[src/egr_consts.svh]
// Sizing macros shared by the egress slice RTL and its testbench
// Include wherever a port count, field width or queue depth is needed
`ifndef EGR_CONSTS_SVH
`define EGR_CONSTS_SVH

// ==================================================
// Port side
// ==================================================

// Ethernet transmit ports
`define EGR_NUM_PORTS 4

// ==================================================
// Tag fields
// ==================================================

// Full tag word
`define EGR_TAG_W 32

// Frame length in words, legal range 1 to 255
`define EGR_LEN_W 8

// Packet memory word address
`define EGR_ADDR_W 16

// ==================================================
// Queueing
// ==================================================

// Default entries per tag queue
`define EGR_TAG_DEPTH 4

`endif

[src/egr_pkg.sv]
// Tag types for the egress slice
// Modules and the testbench pull these in with a wildcard import
`default_nettype none

`include "egr_consts.svh"

package egr_pkg;

  // One bit per transmit port
  typedef logic [`EGR_NUM_PORTS-1:0] port_mask_t;

  // ==================================================
  // Unicast view of a tag word
  // ==================================================
  typedef struct packed {
    // Always 0 in this view
    logic                                mc;
    // Single destination port
    logic [$clog2(`EGR_NUM_PORTS)-1:0]   dest;
    logic [4:0]                          rsvd;
    logic [`EGR_LEN_W-1:0]               len;
    logic [`EGR_ADDR_W-1:0]              start;
  } egr_uc_tag_t;

  // ==================================================
  // Multicast view of a tag word
  // ==================================================
  typedef struct packed {
    // Always 1 in this view
    logic                   mc;
    // Destination set
    port_mask_t             mask;
    logic [2:0]             rsvd;
    logic [`EGR_LEN_W-1:0]  len;
    logic [`EGR_ADDR_W-1:0] start;
  } egr_mc_tag_t;

  // Flag, length and start pointer line up in both views
  typedef union packed {
    egr_uc_tag_t uc;
    egr_mc_tag_t mc;
  } egr_tag_u;

endpackage

`default_nettype wire

[src/egr_port_sched.sv]
// Egress port scheduler
// Picks between the two tag queue heads by round robin, expands each tag
// into one frame per destination port and emits one read address per beat
`timescale 1ns/1ps
`default_nettype none

`include "egr_consts.svh"

module egr_port_sched
  import egr_pkg::*;
(
  input  logic                   egress_clock,
  input  logic                   rst_n,
  input  logic                   head_valid_0,
  input  logic                   head_valid_1,
  input  egr_tag_u               head_tag_0,
  input  egr_tag_u               head_tag_1,
  output logic                   pop_0,
  output logic                   pop_1,
  input  port_mask_t             port_enable,
  output port_mask_t             tx_valid,
  output logic                   tx_sop,
  output logic                   tx_eop,
  output logic [`EGR_ADDR_W-1:0] tx_addr
);

  localparam int PORT_W = $clog2(`EGR_NUM_PORTS);

  // Lowest set bit of a port mask
  function automatic logic [PORT_W-1:0] lowest_port(input port_mask_t m);
    logic [PORT_W-1:0] idx;
    idx = '0;
    // Walk downward so the lowest hit wins
    for (int i = `EGR_NUM_PORTS - 1; i >= 0; i--) begin
      if (m[i]) begin
        idx = PORT_W'(i);
      end
    end
    return idx;
  endfunction

  // ==================================================
  // State
  // ==================================================

  // Ports still owed a frame for the active tag
  port_mask_t             rem_mask;
  logic [`EGR_LEN_W-1:0]  beat_idx;
  // Latched tag payload
  logic [`EGR_LEN_W-1:0]  len_q;
  logic [`EGR_ADDR_W-1:0] start_q;
  // High favours queue 1
  logic                   rr_ptr;

  logic                   busy;
  logic                   grant_0;
  logic                   grant_1;
  logic                   take;
  egr_tag_u               head_sel;
  port_mask_t             new_mask;
  logic [PORT_W-1:0]      cur_port;
  port_mask_t             cur_onehot;
  logic                   beat_fire;
  logic                   last_beat;

  // Idle once every port of the tag is served
  assign busy = |rem_mask;

  // ==================================================
  // Round-robin grant
  // ==================================================
  always_comb begin
    grant_0 = 1'b0;
    grant_1 = 1'b0;
    if (!busy) begin
      if (head_valid_0 && head_valid_1) begin
        grant_0 = ~rr_ptr;
        grant_1 = rr_ptr;
      end else begin
        // Lone head wins
        grant_0 = head_valid_0;
        grant_1 = head_valid_1;
      end
    end
  end

  assign take  = grant_0 | grant_1;
  assign pop_0 = grant_0;
  assign pop_1 = grant_1;

  // Granted head and its destination set
  assign head_sel = grant_1 ? head_tag_1 : head_tag_0;

  always_comb begin
    if (head_sel.uc.mc) begin
      new_mask = head_sel.mc.mask;
    end else begin
      new_mask = port_mask_t'(1) << head_sel.uc.dest;
    end
  end

  // ==================================================
  // Beat generation
  // ==================================================
  assign cur_port   = lowest_port(rem_mask);
  assign cur_onehot = port_mask_t'(1) << cur_port;

  // Disabled port stalls the beat in place
  assign beat_fire = busy & |(cur_onehot & port_enable);
  assign last_beat = (beat_idx == (len_q - `EGR_LEN_W'(1)));

  assign tx_valid = beat_fire ? cur_onehot : '0;
  assign tx_sop   = beat_fire & (beat_idx == '0);
  assign tx_eop   = beat_fire & last_beat;
  // Wraps at 16 bits
  assign tx_addr  = start_q + `EGR_ADDR_W'(beat_idx);

  // Control state
  always_ff @(posedge egress_clock or negedge rst_n) begin
    if (!rst_n) begin
      rem_mask <= '0;
      beat_idx <= '0;
      rr_ptr   <= 1'b0;
    end else if (take) begin
      rem_mask <= new_mask;
      beat_idx <= '0;
      // Other queue goes first next time
      rr_ptr   <= grant_0;
    end else if (beat_fire) begin
      if (last_beat) begin
        // Port done, move to the next mask bit
        rem_mask <= rem_mask & ~cur_onehot;
        beat_idx <= '0;
      end else begin
        beat_idx <= beat_idx + 1'b1;
      end
    end
  end

  // Tag payload
  always_ff @(posedge egress_clock) begin
    if (take) begin
      len_q   <= head_sel.uc.len;
      start_q <= head_sel.uc.start;
    end
  end

  // ==================================================
  // Checks
  // ==================================================
  a_tx_onehot: assert property (
    @(posedge egress_clock) disable iff (!rst_n)
    $onehot0(tx_valid)
  ) else $error("tx_valid names more than one port");

  a_mark_valid: assert property (
    @(posedge egress_clock) disable iff (!rst_n)
    (tx_sop || tx_eop) |-> |tx_valid
  ) else $error("sop or eop without a valid beat");

  a_pop_excl: assert property (
    @(posedge egress_clock) disable iff (!rst_n)
    !(pop_0 && pop_1)
  ) else $error("both queues popped together");

endmodule

`default_nettype wire

[src/egr_tag_queue.sv]
// Tag FIFO for one tag stream of the egress slice
// Stores strobed tags and shows the oldest one to the scheduler
// A pop pulse advances the head on the following edge
`timescale 1ns/1ps
`default_nettype none

`include "egr_consts.svh"

module egr_tag_queue
  import egr_pkg::*;
#(
  parameter int DEPTH = `EGR_TAG_DEPTH
) (
  input  logic     egress_clock,
  input  logic     rst_n,
  input  logic     tag_valid,
  input  egr_tag_u tag,
  output logic     tag_full,
  input  logic     pop,
  output logic     head_valid,
  output egr_tag_u head_tag
);

  // ==================================================
  // Sizes
  // ==================================================

  // Pointers wrap on their own for power-of-two depths
  localparam int PTR_W = $clog2(DEPTH);
  localparam int CNT_W = $clog2(DEPTH + 1);

  if (DEPTH < 2 || (DEPTH & (DEPTH - 1)) != 0) begin : g_depth_check
    $error("egr_tag_queue needs a power-of-two DEPTH of at least 2");
  end

  // ==================================================
  // Storage and pointers
  // ==================================================
  logic [`EGR_TAG_W-1:0] mem [DEPTH];
  logic [PTR_W-1:0]      wr_ptr;
  logic [PTR_W-1:0]      rd_ptr;
  logic [CNT_W-1:0]      count;
  logic                  wr_en;
  logic                  rd_en;

  // Qualified write and read
  assign wr_en = tag_valid & ~tag_full;
  assign rd_en = pop & head_valid;

  // Status levels follow the entry count
  assign tag_full   = (count == CNT_W'(DEPTH));
  assign head_valid = (count != '0);

  // Oldest entry
  assign head_tag = mem[rd_ptr];

  // Tag payload
  always_ff @(posedge egress_clock) begin
    if (wr_en) begin
      mem[wr_ptr] <= tag;
    end
  end

  // Pointer and count update
  always_ff @(posedge egress_clock or negedge rst_n) begin
    if (!rst_n) begin
      wr_ptr <= '0;
      rd_ptr <= '0;
      count  <= '0;
    end else begin
      if (wr_en) begin
        wr_ptr <= wr_ptr + 1'b1;
      end
      if (rd_en) begin
        rd_ptr <= rd_ptr + 1'b1;
      end
      // Simultaneous write and pop keeps the count
      case ({wr_en, rd_en})
        2'b10:   count <= count + 1'b1;
        2'b01:   count <= count - 1'b1;
        default: count <= count;
      endcase
    end
  end

  // ==================================================
  // Checks on the source and the scheduler
  // ==================================================

  // Tag source must respect the full level
  a_no_write_full: assert property (
    @(posedge egress_clock) disable iff (!rst_n)
    tag_valid |-> !tag_full
  ) else $error("tag written while queue full");

  // Scheduler pops only a valid head
  a_no_pop_empty: assert property (
    @(posedge egress_clock) disable iff (!rst_n)
    pop |-> head_valid
  ) else $error("pop while queue empty");

  // Zero length would never end a frame
  a_len_nonzero: assert property (
    @(posedge egress_clock) disable iff (!rst_n)
    tag_valid |-> (tag.uc.len != '0)
  ) else $error("tag with zero length");

  // Multicast needs at least one port
  a_mask_nonzero: assert property (
    @(posedge egress_clock) disable iff (!rst_n)
    (tag_valid && tag.mc.mc) |-> (tag.mc.mask != '0)
  ) else $error("multicast tag with empty port mask");

endmodule

`default_nettype wire

[src/egr_top.sv]
// Top of the egress slice
// Two tag streams feed their own queue and one scheduler drives four TX ports
`timescale 1ns/1ps
`default_nettype none

`include "egr_consts.svh"

module egr_top
  import egr_pkg::*;
(
  input  logic                   egress_clock,
  input  logic                   rst_n,
  // Tag stream 0
  input  logic                   tag_valid_0,
  input  egr_tag_u               tag_0,
  output logic                   tag_full_0,
  // Tag stream 1
  input  logic                   tag_valid_1,
  input  egr_tag_u               tag_1,
  output logic                   tag_full_1,
  // Ethernet transmit side
  input  port_mask_t             port_enable,
  output port_mask_t             tx_valid,
  output logic                   tx_sop,
  output logic                   tx_eop,
  output logic [`EGR_ADDR_W-1:0] tx_addr
);

  // ==================================================
  // Queue to scheduler wires
  // ==================================================
  logic     head_valid_0;
  logic     head_valid_1;
  egr_tag_u head_tag_0;
  egr_tag_u head_tag_1;
  logic     pop_0;
  logic     pop_1;

  // Stream 0 queue
  egr_tag_queue queue_0_i (
    .egress_clock (egress_clock),
    .rst_n        (rst_n),
    .tag_valid    (tag_valid_0),
    .tag          (tag_0),
    .tag_full     (tag_full_0),
    .pop          (pop_0),
    .head_valid   (head_valid_0),
    .head_tag     (head_tag_0)
  );

  // Stream 1 queue
  egr_tag_queue queue_1_i (
    .egress_clock (egress_clock),
    .rst_n        (rst_n),
    .tag_valid    (tag_valid_1),
    .tag          (tag_1),
    .tag_full     (tag_full_1),
    .pop          (pop_1),
    .head_valid   (head_valid_1),
    .head_tag     (head_tag_1)
  );

  // Arbitration and frame expansion
  egr_port_sched sched_i (
    .egress_clock (egress_clock),
    .rst_n        (rst_n),
    .head_valid_0 (head_valid_0),
    .head_valid_1 (head_valid_1),
    .head_tag_0   (head_tag_0),
    .head_tag_1   (head_tag_1),
    .pop_0        (pop_0),
    .pop_1        (pop_1),
    .port_enable  (port_enable),
    .tx_valid     (tx_valid),
    .tx_sop       (tx_sop),
    .tx_eop       (tx_eop),
    .tx_addr      (tx_addr)
  );

endmodule

`default_nettype wire

[config.mk]
export PLATFORM = sky130hd
export DESIGN_NAME = egr_top
export DESIGN_NICKNAME = d
export VERILOG_FILES = /design/src/egr_pkg.sv /design/src/egr_port_sched.sv /design/src/egr_tag_queue.sv /design/src/egr_top.sv
export VERILOG_INCLUDE_DIRS = /design/src
export SDC_FILE = /design/constraint.sdc
export NUM_CORES = 1
export LEC_CHECK = 0
export ABC_AREA = 1
export BUFFER_PORTS_ARGS = -buffer_cell sky130_fd_sc_hd__buf_2
export CORE_MARGIN = 2
export CORE_UTILIZATION = 33
export DETAILED_ROUTE_END_ITERATION = 16
export GPL_TIMING_DRIVEN = 0
export SLEW_MARGIN = 10
export SYNTH_ARGS = -nofsm -noshare
export SYNTH_HDL_FRONTEND = slang
export SYNTH_SLANG_ARGS = --single-unit
[constraint.sdc]
create_clock -name egress_clock -period 4.05 [get_ports egress_clock]
set_input_delay 0.2025 -clock egress_clock [delete_from_list [all_inputs] [get_ports egress_clock]]
set_output_delay 0.2025 -clock egress_clock [all_outputs]
set_load 0.01 [all_outputs]
==> impl_metrics.json, run 1 <==
{
  "met1_usage_pct": 22.1,
  "max_cap_violations": 0,
  "skew_ps": 17.4,
  "clock_power_share_pct": 33.3,
  "synth_top_area_share_pct": 62.6,
  "fin_crit_sh_pct": 80.8,
  "synth_cell_types": 37,
  "dr_total_vias": 8374,
  "drc": 0,
  "async_flop_share_pct": 9.54,
  "cp_num_buf_inv": 3,
  "firstDrtPassIters": 5,
  "synth_edf_count": 256,
  "numCtsBuffers": 29,
  "p_sw_share_pct": 26.7,
  "start_util_pct": 33.5,
  "ant_nets": 0,
  "cp_slowest_stage_delay_ps": 530,
  "crit_arrival_ps": 3070,
  "worstSkewPairLatency_ps": 560,
  "drt_iter0_drc": 601,
  "via_per_inst": 4.82,
  "synth.avg_cell_area_um2": 11.6,
  "routedWlPerCell_um": 17.5,
  "cts.reportedPaths.clkPinSlew_ps": 50,
  "min_path_type": "input pin to register",
  "finalPower_uw": 7150,
  "final_max_slew_viol_count": 0,
  "syn_to_final_growth_pct": 22.2,
  "seq_area_frac_synth_pct": 68.1,
  "io_buffers": 89,
  "cpLargestDelayFamily": "compound AO/OA/AOI/OAI gates",
  "cp_slowest_cell": "o211ai_1",
  "cts-resized-gates": 0,
  "cts-root-buf": "clkbuf_16",
  "grt_overflow": 0,
  "grt_usage_pct": 15.7,
  "cts.path.max_buffers": 3,
  "netlist_instances": 1061,
  "startpoint_type": "register",
  "slew_headroom_pct": 54.2,
  "synth_flop_cell": "edfxtp_1",
  "ios": 96,
  "synthesis.nets": 1157,
  "min_period_ps": 3270,
  "setup_tns_ps": 0,
  "htreeDepth": 1,
  "switchingPower_uw": 1910,
  "synth.area.top_cells": "edfxtp_1, nor2_1, dfrtp_1",
  "grt_pass1_wl_um": 46800,
  "hold_viol_final": 0,
  "p_seq_share_pct": 50.5,
  "dpl.cell_count": 1626,
  "worstSetupPathType": "register to primary output",
  "dieWidth_um": 197,
  "finalNetCount": 1344,
  "cts_tree": "built",
  "grt_max_degree": 29,
  "worstPathCellList": "ha_1, inv_1, fa_1, inv_1, nand2_1, nand2_1, a21oi_1, o211ai_1, nand2_1, o21ai_0, nand2_1, buf_2",
  "fin_cells": 1738,
  "power-per-cell-area_nw_per_um2": 477,
  "setup_viol": 0,
  "internal_power_uw": 5240,
  "crit_required_ps": 3850,
  "power_frac_comb_pct": 16.2,
  "drive_above_1_share_pct": 15.7,
  "cts_sinks": 283,
  "irDropWorstVdd_mv": 0.391,
  "die_h_um": 197,
  "ys_warn_count": 0,
  "status": "finished, final reports clean",
  "placement_rows": 70,
  "dieArea_um2": 38800,
  "grt_use_met2_pct": 25.5,
  "grt_use_met3_pct": 2.45,
  "worstMarginPinSlew_ps": 688,
  "worstSetupEndpointType": "primary output",
  "fmax_mhz": 306,
  "wl_um": 30400,
  "first_global_vias": 8203,
  "leakage_uw": 0.00570,
  "crit_fanout": 5,
  "netlist_area_um2": 12300,
  "cp_common_cell": "nand2_1",
  "place_hpwl_um": 21200,
  "busiest_layer": "met2",
  "core_um2": 36600,
  "synth_top_area_cell": "edfxtp_1",
  "antenna_found_initial": 3,
  "gp_congestion": 0.813,
  "rsz0062_at_grt": "no",
  "yosys_register_bits": 283
}
[area by class of cell]
cell class                      count  area [um^2]
Sequential cell                   283         8360
Tap cell                          468          586
Clock inverter                     10         57.6
Timing Repair Buffer              156         1240
Antenna cell                        1         2.50
Clock buffer                       42          774
Multi-Input combinational cell    663         3470
Inverter                           71          270
Buffer                             44          231
Fill cell                        3461        21600
[worst register-to-register path, stage by stage, from the launching register on]
cell,delay (ps)
dfrtp_1,400
nor2_2,180
inv_1,80
o21ai_2,530
ha_1,260
inv_1,70
fa_1,370
a21oi_1,140
o21ai_0,110
xor2_1,150
[cell usage in the layout (no fill, tap or decap), types with 3 or more instances in the layout]
master	n
a21oi_1	8
a31oi_1	25
buf_16	6
buf_2	108
buf_6	5
clkbuf_1	29
clkbuf_16	29
clkinv_1	6
clkinv_2	4
dfrtp_1	27
dlygate4sd3_1	59
edfxtp_1	256
fa_1	3
ha_1	21
inv_1	62
inv_2	7
nand2_1	124
nand2_2	7
nand2_4	5
nand3_1	26
nand4_1	10
nor2_1	220
nor2_2	4
nor2_4	11
o21ai_0	119
o21ai_1	4
o21ai_2	3
o22ai_1	28
xnor2_1	17
xor2_1	17
[final timing paths]
check	from	cells after the start	end	slack, ps
worst min-delay path	tag_valid_1	3	queue_1_i.wr_ptr[0]	150
worst max-delay path	sched_i.beat_idx[0]	12	tx_addr[12]	780
worst min register to register	queue_1_i.count[0]	1	queue_1_i.count[0]	470
worst max register to register	queue_0_i.count[1]	9	queue_0_i.count[2]	1630
max in group asynchronous	rst_n	2	sched_i.beat_idx[7]	3400
min in group asynchronous	rst_n	2	queue_1_i.count[1]	220
[timing repair]
item                                   CTS  global route
endpoints found under the hold margin  259             0
hold buffers                            59             0
buffers inserted                         0             0
[kinds of logic after synthesis]
group | count (synthesis) | share of synthesized area (%)
DFF | 283 | 68.1
AOI/OAI and AO/OA | 189 | 8.38
xor gates and xnor gates | 34 | 2.43
and+or+nand+nor | 416 | 14.4
buffers and inverters | 115 | 4.09
adders and majority gates | 24 | 2.63
[sequential cells by signal, summed over array words and instances, names as in the netlist]
signal            count
sched_i.len_q         8
sched_i.beat_idx      8
queue_0_i.count       3
queue_1_i.rd_ptr      2
queue_1_i.count       3
sched_i.rem_mask      4
queue_0_i.rd_ptr      2
queue_0_i.mem       116
sched_i.start_q      16
queue_1_i.mem       116
queue_1_i.wr_ptr      2
sched_i.rr_ptr        1
queue_0_i.wr_ptr      2
[synthesized netlist by cell type (3+ instances only)]
cell type,count
dfrtp_1,27
nor2_1,228
buf_6,5
inv_2,7
nand2_2,7
nor2_2,4
nand4_1,10
clkbuf_1,16
edfxtp_1,256
buf_2,19
o21ai_2,3
o21ai_0,119
xor2_1,17
nand3_1,26
xnor2_1,17
inv_1,62
nand2_1,124
nor2_4,3
a21oi_1,8
a31oi_1,25
o22ai_1,28
ha_1,21
fa_1,3
nand2_4,5
o21ai_1,4
[metal layers]
layer / vias to the layer above / share of wire (%)
met5: - / 0.095
met4: 4 / 2.4
met3: 57 / 5.4
met2: 236 / 46
met1: 4014 / 46
li1: 4063 / -
[through the flow]
stage | setup WS (ps) | util (%) | cell area, um^2 | hold WS, ps
finish | 778 | 41.0 | 15000 | 146
global route | 517 | 41.0 | 15000 | 164
CTS | 778 | 41.0 | 15000 | 133
detailed placement | 1400 | 37.1 | 13600 | 275
global placement | 495 | 36.3 | 13300 | 258
floorplan | 1740 | - | 12300 | -93.1
[power groups by stage]
stage                     logic (uW)  clock network (uW)  registers (uW)
after global routing            1280                2550            3630
after detailed placement        1110                   0            3670
final                           1160                2380            3610
after floorplan                  650                   0            3640
after CTS                       1170                2430            3610
after global placement          1000                   0            3680
No activity file was read; power rests on OpenSTA's default activity.
==> run 2, diff against run 1 <==
==> constraint.sdc (replaced) <==
create_clock -name egress_clock -period 3.1 [get_ports egress_clock]
set_input_delay 0.155 -clock egress_clock [delete_from_list [all_inputs] [get_ports egress_clock]]
set_output_delay 0.155 -clock egress_clock [all_outputs]
set_load 0.01 [all_outputs]
==> run 2 against run 1 <==
  * Die area unchanged
  * Register-to-register slack got worse by 950 ps
  * Sequential share of layout area barely moved
  * Largest power group unchanged
  * Critical endpoint unchanged
  * Setup slack got worse by 540 ps
  * Clock skew barely moved
  * First-iteration DRC count down 5.7%
  * Largest cell class unchanged
==> impl_metrics.json, run 2 (same netlist as run 1, synthesis figures left out) <==
{
  "status": "finished, final reports clean",
  "antenna_found_initial": 3,
  "crit_fanout": 5,
  "min_period_ps": 2870,
  "setup_tns_ps": 0,
  "power_frac_comb_pct": 16.3,
  "internal_power_uw": 6850,
  "drc": 0,
  "p_sw_share_pct": 26.6,
  "rr_endpoint": "queue_0_i.count[2]",
  "syn_to_final_growth_pct": 22.2,
  "final_max_slew_viol_count": 0,
  "final_area_um2": 15000,
  "firstDrtPassIters": 5,
  "ant_nets": 0,
  "final_common_cell": "edfxtp_1",
  "startpoint_type": "register",
  "hold_ws_ps": 99.9,
  "grt_pass1_wl_um": 46800,
  "cp-endpoint": "tx_addr[12]",
  "power-per-cell-area_nw_per_um2": 622,
  "start_util_pct": 33.5,
  "via_per_inst": 4.83,
  "cts_tree": "built",
  "setup_viol": 0,
  "worstPathCellList": "ha_1, inv_1, fa_1, inv_1, nand2_1, nand2_1, a21oi_1, o211ai_1, buf_4, nand2_1, o21ai_1, nand2_1, buf_2",
  "cp_slowest_cell": "dfrtp_2",
  "dieArea_um2": 38800,
  "drt_iter0_drc": 567,
  "worstSetupPathType": "register to primary output",
  "reg.largest.list": "queue_0_i.mem: 116 flops, queue_1_i.mem: 116 flops, sched_i.start_q: 16 flops",
  "ff2ff_path_depth": 9,
  "worstMarginPinSlew_ps": 689,
  "switchingPower_uw": 2490,
  "grt_usage_pct": 15.7,
  "nFillCells": 3462,
  "cp_common_cell": "nand2_1",
  "hold_path_startpoint": "tag_valid_0",
  "slew_headroom_pct": 54.0,
  "io_buffers": 89,
  "core_um2": 36600,
  "cp_slowest_stage_delay_ps": 410,
  "min_path_type": "input pin to register",
  "startpoint": "sched_i.beat_idx[0]",
  "worstHoldPathCells": 3,
  "irDropWorstVdd_mv": 0.509,
  "reg2reg_from": "queue_0_i.count[1]",
  "r2r_slack_ps": 680,
  "skew_ps": 17.5,
  "rsz0062_at_grt": "no",
  "ios": 96,
  "post-place-ws_ps": 495,
  "die_h_um": 197,
  "cts.path.max_buffers": 3,
  "placement_rows": 70,
  "cts.reportedPaths.clkPinSlew_ps": 50,
  "first_global_vias": 8208,
  "setup_slack_ps": 234,
  "wl_um": 30400,
  "hold_viol_final": 0,
  "place_hpwl_um": 21200,
  "drive_above_1_share_pct": 15.8,
  "gp_congestion": 0.813,
  "finalPower_uw": 9340,
  "numCtsBuffers": 29,
  "fmax_mhz": 349,
  "max_cap_violations": 0,
  "crit_required_ps": 2940,
  "routedWlPerCell_um": 17.5,
  "finalNetCount": 1345,
  "cts-root-buf": "clkbuf_16",
  "layout_common_cells": "edfxtp_1, nor2_1, nand2_1",
  "leakage_uw": 0.00570,
  "grt_max_degree": 29,
  "clock_power_share_pct": 33.3,
  "worstSkewPairLatency_ps": 560,
  "p_seq_share_pct": 50.5,
  "worstSetupEndpointType": "primary output",
  "dieWidth_um": 197,
  "cts_sinks": 283,
  "fin_crit_sh_pct": 92.4,
  "placed_area_um2": 13600,
  "htreeDepth": 1,
  "grt_overflow": 0,
  "crit_arrival_ps": 2710,
  "dr_total_vias": 8391
}
-- run 2: changes by cell type in the layout (fill, tap and decap cells not counted) --
cell / delta
buf_4: +1
dfrtp_1: -1
dfrtp_2: +1
o21ai_0: -2
o21ai_1: +2
-- run 2: layer usage --
metal / wire length (um) / GRT usage [%] / vias up / part of all wire [%]
met2: 14100 / 25.5 / 233 / 46
met5: 29 / 0 / - / 0.096
met1: 13900 / 22.1 / 4028 / 46
li1: - / - / 4069 / -
met3: 1640 / 2.45 / 57 / 5.4
met4: 733 / 4.18 / 4 / 2.4
-- run 2: power by group through the flow --
stage / combinational (uW) / sequential, uW / clock, uW
2_1_floorplan: 849 / 4760 / 0
3_3_place_gp: 1310 / 4810 / 0
3_5_place_dp: 1450 / 4790 / 0
4_1_cts: 1530 / 4710 / 3180
5_1_grt: 1680 / 4740 / 3330
6_report: 1520 / 4720 / 3110
-- run 2: metrics by stage --
step	cells	util, %
floorplan	1061	-
global placement	1618	36.3
detailed placement	1626	37.1
CTS	1738	41.0
global route	1739	41.0
finish	1739	41.0
-- run 2: worst min path at each step --
stage                               end  slack (ps)
finish              queue_0_i.wr_ptr[0]         100
CTS                 queue_0_i.wr_ptr[0]          90
global route        queue_1_i.wr_ptr[0]         120
floorplan            queue_0_i.count[0]        -140
detailed placement   queue_1_i.count[1]         230
global placement     queue_1_i.count[1]         210
-- run 2: what timing repair did --
item,CTS,global route
pin swaps,1,1
setup endpoints to repair,3,3
hold buffers,59,0
resized for setup,0,3
endpoints found under the hold margin,259,0
setup buffers,1,0
-- run 2: layout make-up --
class | count | area [um^2] | share of cell area, %
plain buffers | 44 | 231 | 1.54
clock buffers | 42 | 774 | 5.16
inverters | 71 | 270 | 1.80
diodes | 1 | 2.50 | 0.0167
repair buffers | 157 | 1250 | 8.32
well taps | 468 | 586 | 3.90
multi-input cells | 663 | 3470 | 23.1
flip-flops and latches | 283 | 8360 | 55.7
clock inverters | 10 | 57.6 | 0.384
-- run 2: critical path: cells and delay by family, from the launching register on --
family | cells | cell delay [ps]
fa+ha+maj | 2 | 570
buf+inv | 4 | 440
compound gates | 3 | 480
simple gates | 4 | 280
flops | 1 | 410
==> run 3, diff against run 2 <==
==> constraint.sdc (replaced) <==
create_clock -name egress_clock -period 3.1 [get_ports egress_clock]
set_input_delay 0.155 -clock egress_clock [delete_from_list [all_inputs] [get_ports egress_clock]]
set_output_delay 0.155 -clock egress_clock [all_outputs]
set_load 0.1 [all_outputs]
==> run 3 against run 2 <==
  * Maximum frequency fell by 2.9%
  * Critical path type unchanged
  * Critical path depth is 3 lower
  * Critical endpoint is now tx_addr[13]
  * Combinational power rose by 46%
==> impl_metrics.json, run 3 (same netlist as run 1, synthesis figures left out) <==
{
  "status": "finished, final reports clean",
  "grt_overflow": 0,
  "skew_ps": 13.5,
  "wl_um": 30600,
  "leakage_uw": 0.00576,
  "hold_viol_final": 0,
  "grt_pass1_wl_um": 46600,
  "gp_congestion": 0.829,
  "die_h_um": 197,
  "drive_above_1_share_pct": 17.0,
  "crit_fanout": 6,
  "cts_tree": "built",
  "irDropWorstVdd_mv": 0.433,
  "final_common_cell": "edfxtp_1",
  "cp_slowest_cell": "dfrtp_1",
  "crit_required_ps": 2940,
  "syn_to_final_growth_pct": 23.5,
  "ant_nets": 0,
  "post-place-ws_ps": 189,
  "reg.largest.list": "queue_0_i.mem: 116 flops, queue_1_i.mem: 116 flops, sched_i.start_q: 16 flops",
  "worstSkewPairLatency_ps": 560,
  "routedWlPerCell_um": 17.6,
  "worstPathCellList": "ha_1, nand2_1, nor2_1, a21oi_1, o21ai_2, nand2_1, nor2_1, nand2_1, nand2_1, buf_6",
  "drt_iter0_drc": 634,
  "min_period_ps": 2950,
  "rsz0062_at_grt": "no",
  "startpoint": "sched_i.beat_idx[6]",
  "firstDrtPassIters": 5,
  "dieArea_um2": 38800,
  "cts-root-buf": "clkbuf_16",
  "place_hpwl_um": 21100,
  "cts_sinks": 283,
  "grt_max_degree": 29,
  "max_cap_violations": 0,
  "cts.path.max_buffers": 3,
  "grt_usage_pct": 15.8,
  "cp_slowest_stage_delay_ps": 510,
  "start_util_pct": 33.5,
  "antenna_found_initial": 1,
  "core_um2": 36600,
  "final_max_slew_viol_count": 0,
  "drc": 0,
  "reg2reg_from": "queue_0_i.count[1]",
  "cts.reportedPaths.clkPinSlew_ps": 70,
  "worstSetupEndpointType": "primary output",
  "numCtsBuffers": 29,
  "cp_common_cell": "nand2_1",
  "fin_crit_sh_pct": 95.2,
  "startpoint_type": "register",
  "worstSetupPathType": "register to primary output",
  "power-per-cell-area_nw_per_um2": 675,
  "slew_headroom_pct": 53.8,
  "fin_cells": 1740,
  "layout_common_cells": "edfxtp_1, nor2_1, nand2_1",
  "io_buffers": 89,
  "fmax_mhz": 339,
  "hold_path_startpoint": "tag_valid_0",
  "dr_total_vias": 8390,
  "dieWidth_um": 197,
  "worstMarginPinSlew_ps": 693,
  "first_global_vias": 8082,
  "htreeDepth": 1,
  "finalNetCount": 1347,
  "placement_rows": 70,
  "dpl.cell_count": 1626,
  "crit_arrival_ps": 2800,
  "setup_slack_ps": 149,
  "cp_num_buf_inv": 1,
  "setup_viol": 0,
  "min_path_type": "input pin to register",
  "via_per_inst": 4.82,
  "cpLargestDelayFamily": "simple AND/OR/NAND/NOR gates",
  "ios": 96
}
[run 3: changes by cell type in the layout (fill, tap and decap cells not counted), sizes merged]
| cell | delta |
|---|---|
| clkinv | +4 |
| diode | +1 |
| buf | +1 |
| clkbuf | -10 |
| clkinvlp | +3 |
| bufinv | +2 |
[run 3: what timing repair did]
item | 4_1_cts | 5_1_grt
hold buffers | 59 | 0
endpoints found under the setup margin | 5 | 9
resized for setup | 7 | 24
hold endpoints to repair | 259 | 0
buffers inserted | 2 | 1
pin swaps | 1 | 4
[run 3: path summary, 6_finish.rpt]
| path | endpoint | slack (ps) | depth (start not counted) |
|---|---|---|---|
| max | tx_addr[13] | 150 | 10 |
| min | queue_0_i.wr_ptr[0] | 80 | 3 |
| max reg2reg | queue_0_i.count[2] | 650 | 9 |
| min reg2reg | queue_1_i.count[0] | 470 | 1 |
| max in group asynchronous | sched_i.beat_idx[0] | 2490 | 2 |
| min in group asynchronous | queue_1_i.count[1] | 160 | 2 |
[run 3: cell type report]
type                    instances  area [um^2]
plain buffers                  44          231
inverters                      71          270
repair buffers                159         1320
clock inverters                19          156
clock buffers                  31          733
multi-input cells             663         3500
diodes                          2         5.00
fillers                      3460        21400
well taps                     468          586
flip-flops and latches        283         8360
[run 3: power breakdown]
group	switching, uW	internal [uW]	total (uW)
clock network	1440	1870	3310
logic	1630	585	2220
registers	145	4570	4710
total	3220	7020	10200
[run 3: routing by layer]
metal  GRT usage (%)  wire length [um]  vias up
li1                -                 -     4074
met1            22.4             14000     4039
met2            25.2             14000      232
met4            4.57               808        0
met5               0                 0        -
met3            2.34              1810       45
[run 3: per-stage QoR]
stage                     power [uW]  hold WS, ps  utilization [%]  instance area (um^2)  TNS [ps]
after floorplan                 6280         -141                -                 12300         0
after global placement          6780          210             36.4                 13300    -80600
after detailed placement        6900          210             37.1                 13600         0
after CTS                      10300         73.2             41.2                 15100         0
after global routing           10600          107             41.4                 15200         0
final                          10200         83.8             41.4                 15200         0
[run 3: worst register-to-register path, delay by kind of cell, from the launching register on]
| family | cells | cell delay, ps |
|---|---|---|
| xor gates and xnor gates | 1 | 150 |
| adders and majority gates | 2 | 650 |
| and+or+nand+nor | 1 | 180 |
| AOI/OAI and AO/OA | 3 | 780 |
| buffers and inverters | 2 | 150 |
| DFF | 1 | 410 |
